===== src/tomasulo_core_consts.svh =====
`ifndef TOMASULO_CORE_CONSTS_SVH
`define TOMASULO_CORE_CONSTS_SVH

////////////////////////////////////////////////////////////
// Core sizes
////////////////////////////////////////////////////////////

// Architectural registers, register 0 reads as zero
`define TC_REG_COUNT  16
// Reservation station entries, works from 2 to 8
`define TC_RS_DEPTH   4
`define TC_WORD_WIDTH 32

////////////////////////////////////////////////////////////
// Operation codes
////////////////////////////////////////////////////////////

`define TC_OP_ADD 3'd0
`define TC_OP_SUB 3'd1
`define TC_OP_AND 3'd2
`define TC_OP_OR  3'd3
`define TC_OP_XOR 3'd4
`define TC_OP_SLL 3'd5
`define TC_OP_MUL 3'd6
// Result is the immediate
`define TC_OP_LI  3'd7

// Tag meaning the value is present
`define TC_ZERO_TAG '0

`endif


===== src/tomasulo_pkg.sv =====
`include "tomasulo_core_consts.svh"

package tomasulo_pkg;

    ////////////////////////////////////////////////////////////
    // Vector types
    ////////////////////////////////////////////////////////////

    typedef logic [`TC_WORD_WIDTH-1:0]          word_t;
    typedef logic [$clog2(`TC_REG_COUNT)-1:0]   reg_idx_t;
    // Station index plus one, zero is reserved
    typedef logic [$clog2(`TC_RS_DEPTH+1)-1:0]  tag_t;
    typedef logic [2:0]                         alu_op_t;

    ////////////////////////////////////////////////////////////
    // Packets between the stages
    ////////////////////////////////////////////////////////////

    typedef struct packed {
        alu_op_t  op;
        reg_idx_t rd;
        reg_idx_t rs1;
        reg_idx_t rs2;
        word_t    imm;
    } dispatch_packet_t;

    // One source operand as seen in the rename table
    typedef struct packed {
        tag_t  tag;
        word_t value;
    } operand_t;

    typedef struct packed {
        alu_op_t op;
        word_t   a;
        word_t   b;
        tag_t    tag;
    } issue_packet_t;

    // Common data bus
    typedef struct packed {
        logic  valid;
        tag_t  tag;
        word_t value;
    } cdb_packet_t;

endpackage

===== src/integer_unit.sv =====
`timescale 1ns/10ps

`include "tomasulo_core_consts.svh"

module integer_unit (
    input  logic                        clock,
    input  logic                        reset,
    input  logic                        flush,
    input  logic                        issue_valid,
    input  tomasulo_pkg::issue_packet_t issue,
    output tomasulo_pkg::cdb_packet_t   cdb,
    output logic                        busy
);

    localparam int SHIFT_W = $clog2(`TC_WORD_WIDTH);

    logic                        s1_valid;
    tomasulo_pkg::issue_packet_t s1_packet;
    tomasulo_pkg::word_t         result;
    logic                        cdb_valid;
    tomasulo_pkg::tag_t          cdb_tag;
    tomasulo_pkg::word_t         cdb_value;

    ////////////////////////////////////////////////////////////
    // Stage 2 datapath
    ////////////////////////////////////////////////////////////

    always_comb begin
        case (s1_packet.op)
            `TC_OP_ADD: result = s1_packet.a + s1_packet.b;
            `TC_OP_SUB: result = s1_packet.a - s1_packet.b;
            `TC_OP_AND: result = s1_packet.a & s1_packet.b;
            `TC_OP_OR:  result = s1_packet.a | s1_packet.b;
            `TC_OP_XOR: result = s1_packet.a ^ s1_packet.b;
            `TC_OP_SLL: result = s1_packet.a << s1_packet.b[SHIFT_W-1:0];
            // Low word of the product
            `TC_OP_MUL: result = s1_packet.a * s1_packet.b;
            default:    result = s1_packet.b;
        endcase
    end

    // Valid bits, flush drops both stages
    always_ff @(posedge clock) begin
        if (reset || flush) begin
            s1_valid  <= 1'b0;
            cdb_valid <= 1'b0;
        end else begin
            s1_valid  <= issue_valid;
            cdb_valid <= s1_valid;
        end
    end

    always_ff @(posedge clock) begin
        s1_packet <= issue;
        cdb_tag   <= s1_packet.tag;
        cdb_value <= result;
    end

    assign cdb  = '{valid: cdb_valid, tag: cdb_tag, value: cdb_value};
    assign busy = s1_valid || cdb_valid;

endmodule


===== src/rename_table.sv =====
`timescale 1ns/10ps

`include "tomasulo_core_consts.svh"

module rename_table (
    input  logic                           clock,
    input  logic                           reset,
    input  logic                           flush,
    input  logic                           dispatch_valid,
    input  tomasulo_pkg::dispatch_packet_t dispatch,
    input  tomasulo_pkg::tag_t             alloc_tag,
    input  tomasulo_pkg::cdb_packet_t      cdb,
    output tomasulo_pkg::operand_t         src_a,
    output tomasulo_pkg::operand_t         src_b,
    input  tomasulo_pkg::reg_idx_t         read_idx,
    output tomasulo_pkg::word_t            read_value
);

    tomasulo_pkg::word_t [`TC_REG_COUNT-1:0] reg_value;
    tomasulo_pkg::tag_t  [`TC_REG_COUNT-1:0] producer;

    // Bus result turns a pending source into a present one
    function automatic tomasulo_pkg::operand_t lookup(
        input tomasulo_pkg::reg_idx_t    idx,
        input tomasulo_pkg::tag_t        tag,
        input tomasulo_pkg::word_t       value,
        input tomasulo_pkg::cdb_packet_t bus
    );
        tomasulo_pkg::operand_t result;
        result.tag   = tag;
        result.value = value;
        if (idx == '0) begin
            result.tag   = `TC_ZERO_TAG;
            result.value = '0;
        end else if (tag != `TC_ZERO_TAG && bus.valid && bus.tag == tag) begin
            result.tag   = `TC_ZERO_TAG;
            result.value = bus.value;
        end
        return result;
    endfunction

    ////////////////////////////////////////////////////////////
    // Operand lookup
    ////////////////////////////////////////////////////////////

    assign src_a = lookup(dispatch.rs1, producer[dispatch.rs1], reg_value[dispatch.rs1], cdb);
    assign src_b = lookup(dispatch.rs2, producer[dispatch.rs2], reg_value[dispatch.rs2], cdb);

    // Register 0 is never written, so it stays zero
    assign read_value = reg_value[read_idx];

    ////////////////////////////////////////////////////////////
    // Write-back and renaming
    ////////////////////////////////////////////////////////////

    always_ff @(posedge clock) begin
        if (reset) begin
            reg_value <= '0;
            producer  <= '0;
        end else if (flush) begin
            // Speculative producers vanish, values stay
            producer <= '0;
        end else begin
            for (int i = 1; i < `TC_REG_COUNT; i++) begin
                if (cdb.valid && producer[i] != `TC_ZERO_TAG && producer[i] == cdb.tag) begin
                    reg_value[i] <= cdb.value;
                    producer[i]  <= `TC_ZERO_TAG;
                end
            end
            // Younger producer overrides a same-cycle write-back
            if (dispatch_valid && dispatch.rd != '0) begin
                producer[dispatch.rd] <= alloc_tag;
            end
        end
    end

    a_zero_reg_no_producer: assert property (
        @(posedge clock) disable iff (reset)
        producer[0] == `TC_ZERO_TAG
    ) else $error("register 0 received a producer tag");

endmodule


===== src/reservation_station.sv =====
`timescale 1ns/10ps

`include "tomasulo_core_consts.svh"

module reservation_station (
    input  logic                           clock,
    input  logic                           reset,
    input  logic                           flush,
    input  logic                           dispatch_valid,
    input  tomasulo_pkg::dispatch_packet_t dispatch,
    input  tomasulo_pkg::operand_t         src_a,
    input  tomasulo_pkg::operand_t         src_b,
    input  tomasulo_pkg::cdb_packet_t      cdb,
    output tomasulo_pkg::tag_t             alloc_tag,
    output logic                           rs_full,
    output logic                           issue_valid,
    output tomasulo_pkg::issue_packet_t    issue,
    output logic                           entries_busy
);

    localparam int DEPTH  = `TC_RS_DEPTH;
    localparam int SLOT_W = $clog2(DEPTH);

    // Slot index, also the relative age where 0 is the oldest
    typedef logic [SLOT_W-1:0] slot_t;

    typedef struct packed {
        logic                ready;
        tomasulo_pkg::tag_t  tag;
        tomasulo_pkg::word_t value;
    } rs_operand_t;

    typedef struct packed {
        logic                  busy;
        logic                  issued;
        tomasulo_pkg::alu_op_t op;
        rs_operand_t           a;
        rs_operand_t           b;
        slot_t                 age;
    } rs_entry_t;

    rs_entry_t [DEPTH-1:0] entry;
    rs_entry_t             new_entry;

    logic [DEPTH-1:0] busy;
    logic [DEPTH-1:0] ready;
    logic [DEPTH-1:0] free_match;
    logic [DEPTH-1:0] wait_match;
    logic [DEPTH:0]   tag_live;
    logic             dispatch_accept;
    logic             alloc_found;
    logic             free_found;
    slot_t            alloc_slot;
    slot_t            issue_slot;
    slot_t            free_slot;
    int unsigned      busy_count;

    // Source capture with bypass from the bus in the same cycle
    function automatic rs_operand_t capture(
        input tomasulo_pkg::operand_t    src,
        input tomasulo_pkg::cdb_packet_t bus
    );
        rs_operand_t result;
        result.ready = (src.tag == `TC_ZERO_TAG);
        result.tag   = src.tag;
        result.value = src.value;
        if (!result.ready && bus.valid && bus.tag == src.tag) begin
            result.ready = 1'b1;
            result.value = bus.value;
        end
        return result;
    endfunction

    ////////////////////////////////////////////////////////////
    // Allocation, selection and freeing
    ////////////////////////////////////////////////////////////

    always_comb begin
        alloc_found = 1'b0;
        alloc_slot  = '0;
        issue_valid = 1'b0;
        issue_slot  = '0;
        free_found  = 1'b0;
        free_slot   = '0;
        busy_count  = 0;
        tag_live[0] = 1'b0;
        for (int i = DEPTH - 1; i >= 0; i--) begin
            busy[i]         = entry[i].busy;
            ready[i]        = entry[i].busy && !entry[i].issued && entry[i].a.ready
                              && entry[i].b.ready;
            free_match[i]   = cdb.valid && entry[i].busy
                              && cdb.tag == tomasulo_pkg::tag_t'(i + 1);
            tag_live[i + 1] = entry[i].busy && entry[i].issued;
            // Descending loop leaves the lowest free slot
            if (!entry[i].busy) begin
                alloc_found = 1'b1;
                alloc_slot  = slot_t'(i);
            end
            if (entry[i].busy) begin
                busy_count++;
            end
            if (free_match[i]) begin
                free_found = 1'b1;
                free_slot  = slot_t'(i);
            end
        end
        // Oldest ready entry has the smallest age
        for (int i = 0; i < DEPTH; i++) begin
            if (ready[i] && (!issue_valid || entry[i].age < entry[issue_slot].age)) begin
                issue_valid = 1'b1;
                issue_slot  = slot_t'(i);
            end
        end
    end

    // Waiting operands that name the tag about to be handed out
    always_comb begin
        for (int i = 0; i < DEPTH; i++) begin
            wait_match[i] = entry[i].busy
                            && ((!entry[i].a.ready && entry[i].a.tag == alloc_tag)
                                || (!entry[i].b.ready && entry[i].b.tag == alloc_tag));
        end
    end

    assign rs_full         = &busy;
    assign entries_busy    = |busy;
    assign dispatch_accept = dispatch_valid && !rs_full;
    assign alloc_tag       = alloc_found ? tomasulo_pkg::tag_t'(alloc_slot + 1) : `TC_ZERO_TAG;

    assign issue.op  = entry[issue_slot].op;
    assign issue.a   = entry[issue_slot].a.value;
    assign issue.b   = entry[issue_slot].b.value;
    assign issue.tag = tomasulo_pkg::tag_t'(issue_slot + 1);

    always_comb begin
        new_entry.busy   = 1'b1;
        new_entry.issued = 1'b0;
        new_entry.op     = dispatch.op;
        // Count of older entries that stay
        new_entry.age    = slot_t'(busy_count - (free_found ? 1 : 0));
        new_entry.a      = capture(src_a, cdb);
        new_entry.b      = capture(src_b, cdb);
        if (dispatch.op == `TC_OP_LI) begin
            new_entry.a = '{ready: 1'b1, tag: `TC_ZERO_TAG, value: '0};
        end
        if (dispatch.op == `TC_OP_LI || dispatch.rs2 == '0) begin
            new_entry.b = '{ready: 1'b1, tag: `TC_ZERO_TAG, value: dispatch.imm};
        end
    end

    ////////////////////////////////////////////////////////////
    // Entry state
    ////////////////////////////////////////////////////////////

    always_ff @(posedge clock) begin
        if (reset || flush) begin
            for (int i = 0; i < DEPTH; i++) begin
                entry[i].busy   <= 1'b0;
                entry[i].issued <= 1'b0;
            end
        end else begin
            for (int i = 0; i < DEPTH; i++) begin
                if (entry[i].busy) begin
                    // Wake-up
                    if (cdb.valid && !entry[i].a.ready && entry[i].a.tag == cdb.tag) begin
                        entry[i].a.ready <= 1'b1;
                        entry[i].a.value <= cdb.value;
                    end
                    if (cdb.valid && !entry[i].b.ready && entry[i].b.tag == cdb.tag) begin
                        entry[i].b.ready <= 1'b1;
                        entry[i].b.value <= cdb.value;
                    end
                    if (free_found && entry[i].age > entry[free_slot].age) begin
                        entry[i].age <= entry[i].age - 1'b1;
                    end
                end
                if (free_match[i]) begin
                    entry[i].busy   <= 1'b0;
                    entry[i].issued <= 1'b0;
                end
            end
            if (issue_valid) begin
                entry[issue_slot].issued <= 1'b1;
            end
            if (dispatch_accept) begin
                entry[alloc_slot] <= new_entry;
            end
        end
    end

    ////////////////////////////////////////////////////////////
    // Checks
    ////////////////////////////////////////////////////////////

    a_no_dispatch_when_full: assert property (
        @(posedge clock) disable iff (reset)
        dispatch_valid |-> !rs_full
    ) else $error("dispatch strobe while the station is full");

    // Broadcast tag must belong to an entry already sent to the unit
    a_cdb_names_live_entry: assert property (
        @(posedge clock) disable iff (reset)
        cdb.valid |-> tag_live[cdb.tag]
    ) else $error("bus tag names a free or unissued entry");

    // A new tag must have one owner only, so no operand may still wait on it
    a_single_tag_owner: assert property (
        @(posedge clock) disable iff (reset)
        dispatch_accept |-> !(|wait_match)
    ) else $error("new tag is still awaited by a waiting operand");

endmodule


===== src/tomasulo_core.sv =====
`timescale 1ns/10ps

module tomasulo_core (
    input  logic                           clock,
    input  logic                           reset,
    input  logic                           flush,
    input  logic                           dispatch_valid,
    input  tomasulo_pkg::dispatch_packet_t dispatch,
    input  tomasulo_pkg::reg_idx_t         read_idx,
    output tomasulo_pkg::word_t            read_value,
    output logic                           rs_full,
    output logic                           idle,
    output tomasulo_pkg::cdb_packet_t      cdb
);

    tomasulo_pkg::operand_t      src_a;
    tomasulo_pkg::operand_t      src_b;
    tomasulo_pkg::tag_t          alloc_tag;
    tomasulo_pkg::issue_packet_t issue;
    logic                        issue_valid;
    logic                        entries_busy;
    logic                        unit_busy;
    logic                        dispatch_accept;

    // Strobes during full never rename
    assign dispatch_accept = dispatch_valid && !rs_full;

    rename_table i_rename_table (
        .clock          (clock),
        .reset          (reset),
        .flush          (flush),
        .dispatch_valid (dispatch_accept),
        .dispatch       (dispatch),
        .alloc_tag      (alloc_tag),
        .cdb            (cdb),
        .src_a          (src_a),
        .src_b          (src_b),
        .read_idx       (read_idx),
        .read_value     (read_value)
    );

    reservation_station i_reservation_station (
        .clock          (clock),
        .reset          (reset),
        .flush          (flush),
        .dispatch_valid (dispatch_valid),
        .dispatch       (dispatch),
        .src_a          (src_a),
        .src_b          (src_b),
        .cdb            (cdb),
        .alloc_tag      (alloc_tag),
        .rs_full        (rs_full),
        .issue_valid    (issue_valid),
        .issue          (issue),
        .entries_busy   (entries_busy)
    );

    integer_unit i_integer_unit (
        .clock       (clock),
        .reset       (reset),
        .flush       (flush),
        .issue_valid (issue_valid),
        .issue       (issue),
        .cdb         (cdb),
        .busy        (unit_busy)
    );

    assign idle = !(entries_busy || unit_busy);

endmodule


===== config.mk =====
export PLATFORM = sky130hd
export DESIGN_NAME = tomasulo_core
export DESIGN_NICKNAME = d
export VERILOG_FILES = /design/src/tomasulo_pkg.sv /design/src/integer_unit.sv /design/src/rename_table.sv /design/src/reservation_station.sv /design/src/tomasulo_core.sv
export VERILOG_INCLUDE_DIRS = /design/src
export SDC_FILE = /design/constraint.sdc
export NUM_CORES = 2
export LEC_CHECK = 0
export ABC_AREA = 1
export BUFFER_PORTS_ARGS = -buffer_cell sky130_fd_sc_hd__buf_2
export CAP_MARGIN = 20
export CORE_MARGIN = 5
export CORE_UTILIZATION = 30
export CTS_CLUSTER_DIAMETER = 40
export CTS_CLUSTER_SIZE = 14
export DETAILED_ROUTE_END_ITERATION = 8
export PLACE_DENSITY_LB_ADDON = 0.25
export SLEW_MARGIN = 20
export SYNTH_ARGS = -nofsm -noshare
export SYNTH_HDL_FRONTEND = slang
export SYNTH_SLANG_ARGS = --single-unit

===== constraint.sdc =====
create_clock -name clock -period 9.5 [get_ports clock]
set_input_delay 0.95 -clock clock [delete_from_list [all_inputs] [get_ports clock]]
set_output_delay 0.95 -clock clock [all_outputs]
set_load 0.005 [all_outputs]

==> results_dict.tcl <==
set metrics [dict create \
    status "finished, final reports clean" \
    power_frac_comb 0.636 \
    hold_violations 0 \
    ctsResizeCount 0 \
    synthMuxAreaShare 0.00152 \
    drtIter0Drc 9126 \
    yosysTopAreaCell "dfxtp_1" \
    clock_latency_ps 850 \
    p_switching_mw 15.5 \
    cts_hold_buf 0 \
    maxCapViolCount 0 \
    p_int_mw 15.6 \
    ys_warn_count 0 \
    portBuffers 124 \
    cp.required_ps 10190 \
    maxSlewHeadroom 0.223 \
    final_common_cell "nand2_1" \
    synth_cells 11483 \
    wl_per_cell_um 23.4 \
    postSynth.asyncResetShare 0 \
    yosys_register_bits 951 \
    end_kind "register" \
    cts_inserted_buffers 180 \
    arrival_ps 8410 \
    row_count 188 \
    power.share.clock 0.216 \
    ys_types 58 \
    cts_max_path_buffers 3 \
    cp_max_fo 15 \
    max-vdd-ir-drop_mv 1.10 \
    fillers 28462 \
    synthTopCellsByArea "dfxtp_1 16%, edfxtp_1 12%, fa_1 10%" \
    finalMaxSlewViolations 0 \
    hold_class "register to register" \
    clock-root-buffer "clkbuf_16" \
    ctsHtreeMaxLevel 4 \
    drive_gt1_frac 0.0677 \
    grt_usage 0.244 \
    synth-edff-count 308 \
    grt_pass1_wl_um 506000 \
    synthAdderAreaFrac 0.142 \
    totalWireLength_um 345000 \
    synth_fp_nets 12191 \
    tightest_slew_ps 1170 \
    sequentialPowerShare 0.148 \
    syn2layout_area_growth_pct 12.3 \
    synth_top_family_by_area "compound AO/OA/AOI/OAI gates" \
    die_h_um 523 \
    start_util 0.301 \
    grt_overflow 0 \
    syn-cell-area_mm2 0.0791 \
    clkSinkCount 951 \
    skew_ps 52.5 \
    place_congestion 0.969 \
    p_sw_frac 0.499 \
    rsz0062_at_grt "false" \
    drc_errors 0 \
    design_area_mm2 0.0888 \
    antenna_left 0 \
    cts_setup_buffers 0 \
    core-area_mm2 0.263 \
    dieArea_mm2 0.274 \
    setup_tns_ps 0 \
    synth_ff_type "dfxtp_1" \
    dp_hpwl_um 221000 \
    nets 11785 \
    ios 125 \
    vias 78522 \
    clk_pin_slew_ps 60 \
    period_share 0.813 \
    synth_simple_gate_area_frac 0.209 \
    power_density_mw_per_mm2 350 \
    start_kind "register" \
    dpl_cell_area_mm2 0.0825 \
    tritoncts "done" \
    yosysSeqAreaShare 0.280 \
    synth-xor-area-share 0.0106 \
    antenna_found_initial 19 \
    fmax_mhz 129 \
    synth-compound-area-share 0.226 \
    crit_type "register to register" \
    fin_crit_ps 7720 \
    chipWidth_um 523 \
    avgViaCountPerCell 5.32 \
    grt_max_degree 165 \
    synth_top_area_share 0.163 \
    drt_pass1_iterations 7 \
    grt_pass1_vias 74113 \
    final_cell_mix "1,955 x nand2_1, 1,764 x inv_1, 1,176 x o21ai_0, 1,107 x nor2_1, 972 x a21oi_1" \
    syn_avg_cell_area_um2 6.89 \
    setup_viol 0 \
    leakagePower_nw 38.6 \
]
sequential cells by signal, indices dropped and copies added (netlist names):
| signal | flops |
|---|---|
| i_rename_table.reg_value | 480 |
| i_reservation_station.entry | 312 |
| i_integer_unit.s1_packet | 70 |
| i_rename_table.producer | 48 |
| i_integer_unit.cdb_value | 32 |
| i_reservation_station.busy | 4 |
| i_integer_unit.cdb_tag | 3 |
| i_integer_unit.cdb_valid | 1 |
| i_integer_unit.s1_valid | 1 |
cell usage after synthesis, types with 12 or more instances:
cell type,instances
nand2_1,1961
inv_1,1770
o21ai_0,1176
nor2_1,1117
a21oi_1,975
clkbuf_1,710
nand3_1,664
dfxtp_1,643
a211oi_1,449
fa_1,409
edfxtp_1,308
ha_1,244
o211ai_1,175
nand4_1,138
o311ai_0,104
buf_1,89
buf_2,85
xor2_1,70
nor3_1,42
o22ai_1,38
a221oi_1,34
o221ai_1,31
xnor2_1,26
or2_2,21
buf_4,20
nor4_1,17
o21a_1,16
o2111ai_1,14
inv_2,13
mux2i_1,12
nand3b_1,12
worst paths after layout:
| check | cells past startpoint | slack, ps | endpoint | from |
|---|---|---|---|---|
| worst min register to register | 0 | 330 | i_integer_unit.cdb_tag[2] | i_integer_unit.s1_packet[2] |
| worst min-delay path | 0 | 330 | i_integer_unit.cdb_tag[2] | i_integer_unit.s1_packet[2] |
| worst max-delay path | 26 | 1780 | i_integer_unit.cdb_value[24] | i_integer_unit.s1_packet[9] |
| worst max register to register | 26 | 1780 | i_integer_unit.cdb_value[24] | i_integer_unit.s1_packet[9] |
through the flow:
stage                     utilization  std cells  hold WS [ps]  total power [mW]  setup WS, ps
after floorplan                     -      11483           310              17.9          2190
after global placement          0.314      14408           312              24.1          1870
after detailed placement        0.314      14408           314              24.1          1770
after CTS                       0.338      14747           330              31.0          1740
after global routing            0.338      14750           336              33.6          1310
final                           0.338      14752           329              31.1          1780
power groups by stage:
| stage | registers [mW] | logic, mW | clock network, mW |
|---|---|---|---|
| 5_1_grt | 4.61 | 22.0 | 6.98 |
| 4_1_cts | 4.60 | 19.6 | 6.80 |
| 2_1_floorplan | 4.55 | 13.3 | 0 |
| 3_5_place_dp | 4.68 | 19.4 | 0 |
| 6_report | 4.61 | 19.7 | 6.71 |
| 3_3_place_gp | 4.68 | 19.5 | 0 |
routing by layer:
layer	track usage	part of all wire	vias to the layer above
met5	0	0.000038	-
met4	0.139	0.067	2
met3	0.0358	0.078	734
met2	0.377	0.43	3552
met1	0.326	0.42	37132
li1	-	-	37102
area by class of cell:
class	instances	area [µm²]	area share
Clock buffer	224	4960	0.0558
Multi-Input combinational cell	7830	47000	0.529
Antenna cell	3	7.51	0.0000845
Clock inverter	115	1340	0.0151
Sequential cell	951	22100	0.249
Inverter	1790	6760	0.0760
Tap cell	3515	4400	0.0495
Timing Repair Buffer	324	2290	0.0258
cells by family (layout without fill, tap and decap cells):
kind of cell | Yosys count | in the layout
DFF | 951 | 951
AOI/OAI and AO/OA | 3071 | 3071
muxes | 12 | 12
and+or+nand+nor | 3998 | 3998
buffers and inverters | 2702 | 2453
other | 0 | 3
xor gates and xnor gates | 96 | 96
adders and majority gates | 653 | 653
worst max-delay path: stages, from the launching register on:
cell	delay, ps
dfxtp_1	760
buf_4	360
nand2_1	80
inv_1	90
fa_1	440
fa_1	490
fa_1	510
inv_1	50
fa_1	470
inv_1	50
fa_1	510
inv_1	60
fa_1	530
inv_1	50
fa_1	530
fa_1	440
ha_1	360
nand2_1	100
nor2_1	140
nor3b_1	420
nand4_1	130
nand3_1	200
a21oi_1	120
or2_2	290
a31o_2	200
nor2_1	90
nand4_1	80
(Power assumes the default switching activity.)
